--- config.mk ---
export PLATFORM = sky130hd
export DESIGN_NAME = dino_game
export DESIGN_NICKNAME = d
export VERILOG_FILES = /design/src/source/dino_pkg.sv /design/src/source/play_state_if.sv /design/src/source/dino_game.sv /design/src/source/player_controls.sv /design/src/source/playfield.sv /design/src/source/referee.sv /design/src/source/score_display.sv /design/src/source/uart_rx.sv
export SDC_FILE = /design/constraint.sdc
export NUM_CORES = 1
export LEC_CHECK = 0
export ABC_AREA = 1
export BUFFER_PORTS_ARGS = -buffer_cell sky130_fd_sc_hd__buf_4
export CAP_MARGIN = 10
export CORE_ASPECT_RATIO = 1.5
export CORE_MARGIN = 3
export CORE_UTILIZATION = 45
export CTS_BUF_LIST = sky130_fd_sc_hd__clkbuf_4
export DETAILED_ROUTE_END_ITERATION = 6
export HOLD_SLACK_MARGIN = 0.12
export PLACE_DENSITY_LB_ADDON = 0.05
export SYNTH_ARGS = -nofsm -noshare
export SYNTH_HDL_FRONTEND = slang
export SYNTH_SLANG_ARGS = --single-unit
--- constraint.sdc ---
create_clock -name i_clock -period 18.89 [get_ports i_clock]
set_input_delay 3.778 -clock i_clock [delete_from_list [all_inputs] [get_ports i_clock]]
set_output_delay 3.778 -clock i_clock [all_outputs]
set_load 0.03 [all_outputs]
--- src/source/dino_pkg.sv ---
package dino_pkg;

	typedef logic [8:0] xpos_t;          // Horizontal pixel position
	typedef logic [7:0] ypos_t;          // Vertical pixel position, grows downwards
	typedef logic signed [9:0] vel_t;    // Vertical speed in pixels per tick
	typedef logic [15:0] score_t;
	typedef logic [6:0] seg_t;           // Active low, segment a in bit 0

	typedef enum logic {
		RUNNING,
		AIRBORNE
	} jump_state_e;

	typedef enum logic [1:0] {
		RX_IDLE,
		RX_START,
		RX_DATA,
		RX_STOP
	} rx_state_e;

	// Field and physics
	localparam int SCREEN_W = 320;
	localparam xpos_t DINO_X = 9'd52;
	localparam ypos_t GROUND_Y = 8'd109;
	localparam vel_t JUMP_FORCE = -10'sd10;
	localparam vel_t GRAVITY = 10'sd1;
	localparam int DUCK_TICKS = 24;
	localparam int DUCK_CNT_W = $clog2(DUCK_TICKS + 1);

	// Obstacle and respawn
	localparam ypos_t OBS_Y = 8'd102;
	localparam int OBS_SIZE = 16;
	localparam xpos_t OBS_WRAP_X = xpos_t'(SCREEN_W - OBS_SIZE);
	localparam int RESPAWN_SPAN = 100;
	localparam logic [15:0] LFSR_SEED = 16'hACE1;

	// Dino hitbox inside its 32x32 sprite box
	localparam xpos_t DINO_HB_X_OFS = 9'd6;
	localparam xpos_t DINO_HB_W = 9'd20;
	localparam ypos_t STAND_TOP = 8'd2;
	localparam ypos_t STAND_H = 8'd28;
	localparam ypos_t DUCK_TOP = 8'd16;
	localparam ypos_t DUCK_H = 8'd16;

	// UART commands
	localparam logic [7:0] CMD_JUMP = "J";
	localparam logic [7:0] CMD_DUCK = "D";

endpackage

--- src/source/play_state_if.sv ---
`timescale 1ns/100ps

interface play_state_if;
	import dino_pkg::*;

	ypos_t dino_y;       // Top of the dino sprite box
	logic ducking;
	xpos_t obstacle_x;   // Left edge of the obstacle
	logic respawn;       // One-cycle request after a clean pass
	logic game_over;

	modport playfield (
		output dino_y, ducking, obstacle_x,
		input respawn, game_over
	);

	modport referee (
		input dino_y, ducking, obstacle_x,
		output respawn, game_over
	);

endinterface

--- src/source/dino_game.sv ---
`timescale 1ns/100ps

module dino_game #(
	parameter int TICK_CYCLES = 524288,   // Clocks per game tick
	parameter int BAUD_DIV = 27           // Clocks per 16x UART sample
) (
	input logic i_clock,
	input logic i_rst_n,
	input logic i_uart_rx,
	input logic i_jump_key,
	input logic i_duck_key,
	output logic o_game_over,
	output dino_pkg::ypos_t o_dino_y,
	output dino_pkg::xpos_t o_obstacle_x,
	output dino_pkg::seg_t o_hex0,
	output dino_pkg::seg_t o_hex1,
	output dino_pkg::seg_t o_hex2,
	output dino_pkg::seg_t o_hex3,
	output dino_pkg::seg_t o_hex4,
	output dino_pkg::seg_t o_hex5
);
	import dino_pkg::*;

	logic byte_valid;
	logic [7:0] rx_byte;
	logic jump;
	logic duck;
	score_t score;
	score_t high_score;

	play_state_if play_state_i ();

	uart_rx #(
		.BAUD_DIV(BAUD_DIV)
	) uart_rx_i (
		.i_clock(i_clock),
		.i_rst_n(i_rst_n),
		.i_rx(i_uart_rx),
		.o_byte_valid(byte_valid),
		.o_byte(rx_byte)
	);

	player_controls player_controls_i (
		.i_clock(i_clock),
		.i_rst_n(i_rst_n),
		.i_jump_key(i_jump_key),
		.i_duck_key(i_duck_key),
		.i_byte_valid(byte_valid),
		.i_byte(rx_byte),
		.o_jump(jump),
		.o_duck(duck)
	);

	playfield #(
		.TICK_CYCLES(TICK_CYCLES)
	) playfield_i (
		.i_clock(i_clock),
		.i_rst_n(i_rst_n),
		.i_jump(jump),
		.i_duck(duck),
		.state(play_state_i)
	);

	referee referee_i (
		.i_clock(i_clock),
		.i_rst_n(i_rst_n),
		.state(play_state_i),
		.o_score(score),
		.o_high_score(high_score)
	);

	score_display score_display_i (
		.i_score(score),
		.i_high_score(high_score),
		.o_hex0(o_hex0),
		.o_hex1(o_hex1),
		.o_hex2(o_hex2),
		.o_hex3(o_hex3),
		.o_hex4(o_hex4),
		.o_hex5(o_hex5)
	);

	assign o_game_over = play_state_i.game_over;
	assign o_dino_y = play_state_i.dino_y;
	assign o_obstacle_x = play_state_i.obstacle_x;

endmodule

--- src/source/player_controls.sv ---
`timescale 1ns/100ps

module player_controls (
	input logic i_clock,
	input logic i_rst_n,
	input logic i_jump_key,
	input logic i_duck_key,
	input logic i_byte_valid,
	input logic [7:0] i_byte,
	output logic o_jump,
	output logic o_duck
);
	import dino_pkg::*;

	logic [1:0] jump_sync;   // Bit 1 is the synchronized key
	logic [1:0] duck_sync;
	logic cmd_jump;
	logic cmd_duck;

	// Other received bytes fall through here
	assign cmd_jump = i_byte_valid && (i_byte == CMD_JUMP);
	assign cmd_duck = i_byte_valid && (i_byte == CMD_DUCK);

	always_ff @(posedge i_clock) begin
		if (!i_rst_n) begin
			jump_sync <= 2'b00;
			duck_sync <= 2'b00;
		end else begin
			jump_sync <= {jump_sync[0], i_jump_key};
			duck_sync <= {duck_sync[0], i_duck_key};
		end
	end

	// Key or command, whichever comes
	always_ff @(posedge i_clock) begin
		if (!i_rst_n) begin
			o_jump <= 1'b0;
			o_duck <= 1'b0;
		end else begin
			o_jump <= jump_sync[1] | cmd_jump;
			o_duck <= duck_sync[1] | cmd_duck;
		end
	end

endmodule

--- src/source/playfield.sv ---
`timescale 1ns/100ps

module playfield #(
	parameter int TICK_CYCLES = 524288
) (
	input logic i_clock,
	input logic i_rst_n,
	input logic i_jump,
	input logic i_duck,
	play_state_if.playfield state
);
	import dino_pkg::*;

	localparam int TICK_W = $clog2(TICK_CYCLES + 1);

	logic freeze;
	logic [TICK_W-1:0] tick_cnt;
	logic tick;
	jump_state_e jump_state;
	vel_t velocity;
	ypos_t dino_y;
	logic signed [10:0] next_y;       // Wide enough to see a landing
	logic [DUCK_CNT_W-1:0] duck_cnt;  // Ticks of duck left
	logic ducking;
	xpos_t obstacle_x;
	xpos_t respawn_ofs;
	logic [15:0] lfsr;
	logic lfsr_fb;

	// Crash holds the whole field at its start position
	assign freeze = !i_rst_n || state.game_over;
	assign tick = (tick_cnt == TICK_W'(TICK_CYCLES - 1));

	always_ff @(posedge i_clock) begin
		if (freeze || tick) begin
			tick_cnt <= '0;
		end else begin
			tick_cnt <= tick_cnt + 1'b1;
		end
	end

	assign next_y = $signed({3'b000, dino_y}) + {velocity[9], velocity};

	always_ff @(posedge i_clock) begin
		if (freeze) begin
			jump_state <= RUNNING;
			velocity <= '0;
			dino_y <= GROUND_Y;
		end else if (i_jump && jump_state == RUNNING && !ducking) begin
			velocity <= JUMP_FORCE;      // Wins over a tick in the same cycle
			jump_state <= AIRBORNE;
		end else if (tick && jump_state == AIRBORNE) begin
			if (next_y >= $signed({3'b000, GROUND_Y})) begin
				dino_y <= GROUND_Y;
				velocity <= '0;
				jump_state <= RUNNING;
			end else begin
				dino_y <= next_y[7:0];
				velocity <= velocity + GRAVITY;
			end
		end
	end

	// Duck only from the ground
	always_ff @(posedge i_clock) begin
		if (freeze) begin
			duck_cnt <= '0;
		end else if (i_duck && jump_state == RUNNING && !ducking) begin
			duck_cnt <= DUCK_CNT_W'(DUCK_TICKS);
		end else if (tick && ducking) begin
			duck_cnt <= duck_cnt - 1'b1;
		end
	end

	assign ducking = (duck_cnt != '0);

	assign lfsr_fb = lfsr[15] ^ lfsr[14] ^ lfsr[12] ^ lfsr[3];
	assign respawn_ofs = xpos_t'(lfsr[8:0] % 9'(RESPAWN_SPAN));

	always_ff @(posedge i_clock) begin
		if (freeze) begin
			obstacle_x <= OBS_WRAP_X;
			lfsr <= LFSR_SEED;
		end else if (state.respawn) begin
			obstacle_x <= OBS_WRAP_X + respawn_ofs;   // Off screen by a random gap
			lfsr <= {lfsr[14:0], lfsr_fb};
		end else if (tick) begin
			if (obstacle_x <= 9'd1) begin
				obstacle_x <= OBS_WRAP_X;
			end else begin
				obstacle_x <= obstacle_x - 1'b1;
			end
		end
	end

	assign state.dino_y = dino_y;
	assign state.ducking = ducking;
	assign state.obstacle_x = obstacle_x;

endmodule

--- src/source/referee.sv ---
`timescale 1ns/100ps

module referee (
	input logic i_clock,
	input logic i_rst_n,
	play_state_if.referee state,
	output dino_pkg::score_t o_score,
	output dino_pkg::score_t o_high_score
);
	import dino_pkg::*;

	xpos_t d_left;
	xpos_t d_right;
	ypos_t d_top;
	ypos_t d_bottom;
	xpos_t obs_right;
	ypos_t obs_bottom;
	logic collision;
	logic prev_collision;
	xpos_t prev_x;
	logic pass;
	logic game_over;
	logic respawn;
	score_t score;
	score_t high_score = '0;   // Power-up value only

	// Dino hitbox, lower and shorter while ducking
	assign d_left = DINO_X + DINO_HB_X_OFS;
	assign d_right = d_left + DINO_HB_W;
	assign d_top = state.dino_y + (state.ducking ? DUCK_TOP : STAND_TOP);
	assign d_bottom = d_top + (state.ducking ? DUCK_H : STAND_H);
	assign obs_right = state.obstacle_x + xpos_t'(OBS_SIZE);
	assign obs_bottom = OBS_Y + ypos_t'(OBS_SIZE);

	// Edges touching count as a hit
	assign collision = (d_right >= state.obstacle_x) && (d_left <= obs_right) &&
		(d_bottom >= OBS_Y) && (d_top <= obs_bottom);

	// Obstacle crosses the dino's left edge
	assign pass = (prev_x > DINO_X) && (state.obstacle_x <= DINO_X);

	always_ff @(posedge i_clock) begin
		if (!i_rst_n) begin
			game_over <= 1'b0;
			prev_collision <= 1'b0;
			prev_x <= OBS_WRAP_X;
			score <= '0;
			respawn <= 1'b0;
		end else begin
			prev_collision <= collision;
			prev_x <= state.obstacle_x;
			respawn <= 1'b0;
			if (collision) begin
				game_over <= 1'b1;
			end
			if (pass && !collision && !prev_collision && !game_over) begin
				score <= score + 1'b1;
				respawn <= 1'b1;
			end
		end
	end

	// Best score is taken as game_over rises
	always_ff @(posedge i_clock) begin
		if (collision && !game_over && score > high_score) begin
			high_score <= score;
		end
	end

	assign state.game_over = game_over;
	assign state.respawn = respawn;
	assign o_score = score;
	assign o_high_score = high_score;

endmodule

--- src/source/score_display.sv ---
`timescale 1ns/100ps

module score_display (
	input dino_pkg::score_t i_score,
	input dino_pkg::score_t i_high_score,
	output dino_pkg::seg_t o_hex0,
	output dino_pkg::seg_t o_hex1,
	output dino_pkg::seg_t o_hex2,
	output dino_pkg::seg_t o_hex3,
	output dino_pkg::seg_t o_hex4,
	output dino_pkg::seg_t o_hex5
);
	import dino_pkg::*;

	// One decimal digit of value at the given place, common anode
	function automatic seg_t digit_seg(input score_t value, input score_t place);
		logic [3:0] digit;
		digit = 4'((value / place) % 16'd10);
		case (digit)
			4'd0: digit_seg = 7'b1000000;
			4'd1: digit_seg = 7'b1111001;
			4'd2: digit_seg = 7'b0100100;
			4'd3: digit_seg = 7'b0110000;
			4'd4: digit_seg = 7'b0011001;
			4'd5: digit_seg = 7'b0010010;
			4'd6: digit_seg = 7'b0000010;
			4'd7: digit_seg = 7'b1111000;
			4'd8: digit_seg = 7'b0000000;
			4'd9: digit_seg = 7'b0010000;
			default: digit_seg = 7'b1111111;   // Blank
		endcase
	endfunction

	// Thousands and up are not shown
	assign o_hex0 = digit_seg(i_score, 16'd1);
	assign o_hex1 = digit_seg(i_score, 16'd10);
	assign o_hex2 = digit_seg(i_score, 16'd100);
	assign o_hex3 = digit_seg(i_high_score, 16'd1);
	assign o_hex4 = digit_seg(i_high_score, 16'd10);
	assign o_hex5 = digit_seg(i_high_score, 16'd100);

endmodule

--- src/source/uart_rx.sv ---
`timescale 1ns/100ps

module uart_rx #(
	parameter int BAUD_DIV = 27
) (
	input logic i_clock,
	input logic i_rst_n,
	input logic i_rx,
	output logic o_byte_valid,
	output logic [7:0] o_byte
);
	import dino_pkg::*;

	localparam int DIV_W = $clog2(BAUD_DIV + 1);

	logic [DIV_W-1:0] div_cnt;
	logic os_tick;
	logic rx_meta;
	logic rx_sync;
	rx_state_e rx_state;
	logic [3:0] os_cnt;     // Oversampling ticks left in the current bit
	logic [2:0] bit_idx;
	logic [7:0] shift_reg;

	// 16x oversampling tick
	always_ff @(posedge i_clock) begin
		if (!i_rst_n) begin
			div_cnt <= '0;
			os_tick <= 1'b0;
		end else if (div_cnt == DIV_W'(BAUD_DIV - 1)) begin
			div_cnt <= '0;
			os_tick <= 1'b1;
		end else begin
			div_cnt <= div_cnt + 1'b1;
			os_tick <= 1'b0;
		end
	end

	// Line idles high
	always_ff @(posedge i_clock) begin
		if (!i_rst_n) begin
			rx_meta <= 1'b1;
			rx_sync <= 1'b1;
		end else begin
			rx_meta <= i_rx;
			rx_sync <= rx_meta;
		end
	end

	always_ff @(posedge i_clock) begin
		if (!i_rst_n) begin
			rx_state <= RX_IDLE;
			os_cnt <= 4'd0;
			bit_idx <= 3'd0;
			o_byte_valid <= 1'b0;
		end else begin
			o_byte_valid <= 1'b0;
			if (os_tick) begin
				case (rx_state)
					RX_IDLE: begin
						if (!rx_sync) begin
							rx_state <= RX_START;
							os_cnt <= 4'd7;        // Half a bit to the start bit centre
						end
					end
					RX_START: begin
						if (os_cnt != 4'd0) begin
							os_cnt <= os_cnt - 1'b1;
						end else if (!rx_sync) begin
							rx_state <= RX_DATA;
							os_cnt <= 4'd15;
							bit_idx <= 3'd0;
						end else begin
							rx_state <= RX_IDLE;   // Glitch, not a start bit
						end
					end
					RX_DATA: begin
						if (os_cnt != 4'd0) begin
							os_cnt <= os_cnt - 1'b1;
						end else begin
							shift_reg <= {rx_sync, shift_reg[7:1]};   // LSB first
							os_cnt <= 4'd15;
							if (bit_idx == 3'd7) begin
								rx_state <= RX_STOP;
							end
							bit_idx <= bit_idx + 1'b1;
						end
					end
					RX_STOP: begin
						if (os_cnt != 4'd0) begin
							os_cnt <= os_cnt - 1'b1;
						end else begin
							rx_state <= RX_IDLE;
							if (rx_sync) begin
								o_byte <= shift_reg;
								o_byte_valid <= 1'b1;
							end
						end
					end
					default: rx_state <= RX_IDLE;
				endcase
			end
		end
	end

endmodule

==> out/results.ini <==
[floorplan]
die-area_sq_um = 36600
initial_core_util_pct = 45.9
die_width_um = 157
core.rowCount = 82
ios = 65
die_h_um = 233
core_sq_um = 33700

[logic_synthesis]
ys_seq_area_share_pct = 21.9
yosysUniqueCellTypes = 72
yosysWarnings = 0
synth_area_sq_um = 15400
synth-edff-count = 32
yosys_register_bits = 153
synth_nets = 2439
synthFlopType = dfxtp_1
syn_inst = 2335
avgSynthCellArea_sq_um = 6.62
async_flop_share_pct = 0

[sta]
setup_tns_ns = 0
skew_ns = 0.0264
max_freq_ghz = 0.0860
maxSlewHeadroom_pct = 30.6
whs_ns = 0.422
period_needed_ns = 11.62
max_slew.worst_pin.slew_ns = 1.03
slew_viol_final = 0
hold_violations = 0
final-setup-viol-count = 0
setup_ws_ns = 7.27
post-route-period-util_pct = 61.5
rsz0062_at_grt = no

[run]
cap_viol_max_count = 0

[global_route]
globalRouteMet2Util_pct = 36.9
use_met3_pct = 2.25
grt_pass1_wl_um = 59100
grt_pass1_vias = 13700
grt_max_degree = 31
grt_use_total_pct = 18.6
grt.busiest_layer = met2
grt.overflow.total = 0
grt_use_met1_pct = 20.2
antenna_found_initial = 1

[drt]
postRouteAntennaNets = 0
wl_per_cell_um = 12.0
via_count = 14400
first_pass_iters = 5
wirelength_um = 33800
drc = 0
drt_iter0_drc = 538
avgViaCountPerCell = 5.11

[setup_path]
worstPathMaxFanout = 12
critPathArrivalTime_ns = 7.84
path_class = reg -> out
cp_common_cell = nand2_4
endpoint_kind = output port
max_stage_delay_ns = 0.64
cp_num_buf_inv = 5
cp_data_required_time_ns = 15.11
crit_family = simple AND/OR/NAND/NOR gates
critPathLaunchType = flop
cp_slowest_cell = dfxtp_1

[cts]
clockBufferDepth = 2
cts_root_buf = clkbuf_4
cts_resized = 0
cts_tree = done
cts.sink_count = 153
cts.reportedPaths.clkPinSlew_ns = 0.12
cts_hold_buf = 0
clock_insertion_delay_worst_skew_ns = 0.59
htree_num_levels = 4
cts_buffers = 17
post_cts_buffers = 0

[worst_hold_path]
worstHoldPathType = reg -> reg

[final_layout]
area_growth_syn_to_layout_pct = 6.58
instances_no_fill = 2814
largest-register = playfield_i.tick_cnt
final_util_pct = 48.9
largest_register_ffs = 20
layout.nets = 2483
drive_gt1_share_pct = 16.2

[place]
place_congestion = 0.851
post-dp-hpwl_um = 27400
portBuffers = 64
place_ws_ns = 7.84
placed_cells = 2780

[power_and_ir_drop]
p_per_area_nw_per_um2 = 32.9
p_leak_nw = 8.26
ir_drop_v = 0.0000441

[run_status]
status = complete, no violations

## through the flow
step / power (mW) / area (sq um)
2_1_floorplan: 0.358 / 15400
3_3_place_gp: 0.363 / 16200
3_5_place_dp: 0.364 / 16200
4_1_cts: 0.552 / 16500
5_1_grt: 0.567 / 16500
6_report: 0.541 / 16500
## power breakdown
part	leakage, nW	switching [mW]	internal (mW)
clock network	0.109	0.132	0.0535
logic	6.90	0.0128	0.00656
registers	1.24	0.00209	0.335
total	8.26	0.146	0.395
## layer usage
layer | wire length (um) | vias to the layer above
met1 | 14300 | 6470
met4 | 646 | 0
li1 | - | 7726
met2 | 18100 | 145
met3 | 728 | 41
met5 | 0 | -
## worst reg2reg max path, delay by kind of cell (launching register included)
| kind | cells | cell delay (ns) |
|---|---|---|
| flops | 1 | 0.39 |
| fa+ha+maj | 4 | 1.16 |
| simple gates | 10 | 2.18 |
| buf+inv | 2 | 0.17 |
| compound gates | 5 | 0.59 |
| xor+xnor | 1 | 0.24 |
## layout make-up
class                           instances  area [sq um]
Antenna cell                            2          5.00
Clock buffer                           17           128
Clock inverter                         15           119
Fill cell                            3530         17200
Inverter                              326          1250
Multi-Input combinational cell       1814         10600
Sequential cell                       153          3380
Tap cell                              420           526
Timing Repair Buffer                   67           503
## cells in the final DEF (no fill, tap or decap), drive strengths merged, types with 9 or more instances in the layout
cell    instances
a21oi         114
a31oi          10
buf            67
clkbuf         17
clkinv         12
dfxtp         121
edfxtp         32
ha             97
inv           321
nand2         758
nand3         289
nand4          56
nor2          158
nor3           32
nor4           10
o211ai         15
o21a            9
o21ai         124
xnor2          23
xor2           60
## synth_stat cells (4+ instances only)
| library cell | n | area [sq um] |
|---|---|---|
| a21oi_1 | 111 | 556 |
| clkbuf_1 | 23 | 86.3 |
| nor3_1 | 32 | 160 |
| o21ai_1 | 29 | 145 |
| nand3_1 | 253 | 1270 |
| nand2_4 | 47 | 529 |
| dfxtp_1 | 121 | 2420 |
| nor2_4 | 12 | 135 |
| o21ai_4 | 5 | 81.3 |
| clkbuf_8 | 4 | 55.1 |
| inv_2 | 31 | 116 |
| xnor2_1 | 21 | 184 |
| or2_2 | 6 | 37.5 |
| a31oi_1 | 10 | 62.6 |
| edfxtp_1 | 32 | 961 |
| nand4_2 | 4 | 50.1 |
| nand3_4 | 6 | 105 |
| ha_1 | 97 | 1210 |
| buf_6 | 4 | 45.0 |
| nand3b_1 | 6 | 45.0 |
| nand4_1 | 50 | 313 |
| nand2_1 | 606 | 2270 |
| nand2_2 | 102 | 638 |
| clkinv_1 | 8 | 30.0 |
| a211oi_1 | 5 | 37.5 |
| nor2_1 | 137 | 514 |
| xor2_2 | 4 | 65.1 |
| nor4_1 | 10 | 62.6 |
| o211ai_1 | 15 | 113 |
| xor2_1 | 55 | 482 |
| o21ai_0 | 82 | 410 |
| nor2_2 | 8 | 50.1 |
| o21a_1 | 9 | 67.6 |
| a21o_1 | 4 | 30.0 |
| nor3b_1 | 8 | 60.1 |
| o21ai_2 | 8 | 70.1 |
| nand3_2 | 30 | 300 |
| inv_1 | 281 | 1050 |
## path summary, 6_finish.rpt
path / startpoint / endpoint / slack, ns / depth (start not counted)
min reg2reg: player_controls_i.jump_sync[0] / player_controls_i.jump_sync[1] / 0.42 / 2
min: player_controls_i.jump_sync[0] / player_controls_i.jump_sync[1] / 0.42 / 2
max reg2reg: playfield_i.duck_cnt[1] / referee_i.o_score[15] / 14.05 / 22
max: referee_i.o_score[11] / o_hex1[3] / 7.27 / 53
## cell families after synthesis
logic type      synth area share, %
simple gates                   43.3
buf+inv                        9.82
compound gates                 11.7
flops                          21.9
fa+ha+maj                      8.12
xor+xnor                       5.12
No activity file was read; power rests on OpenSTA's default activity.
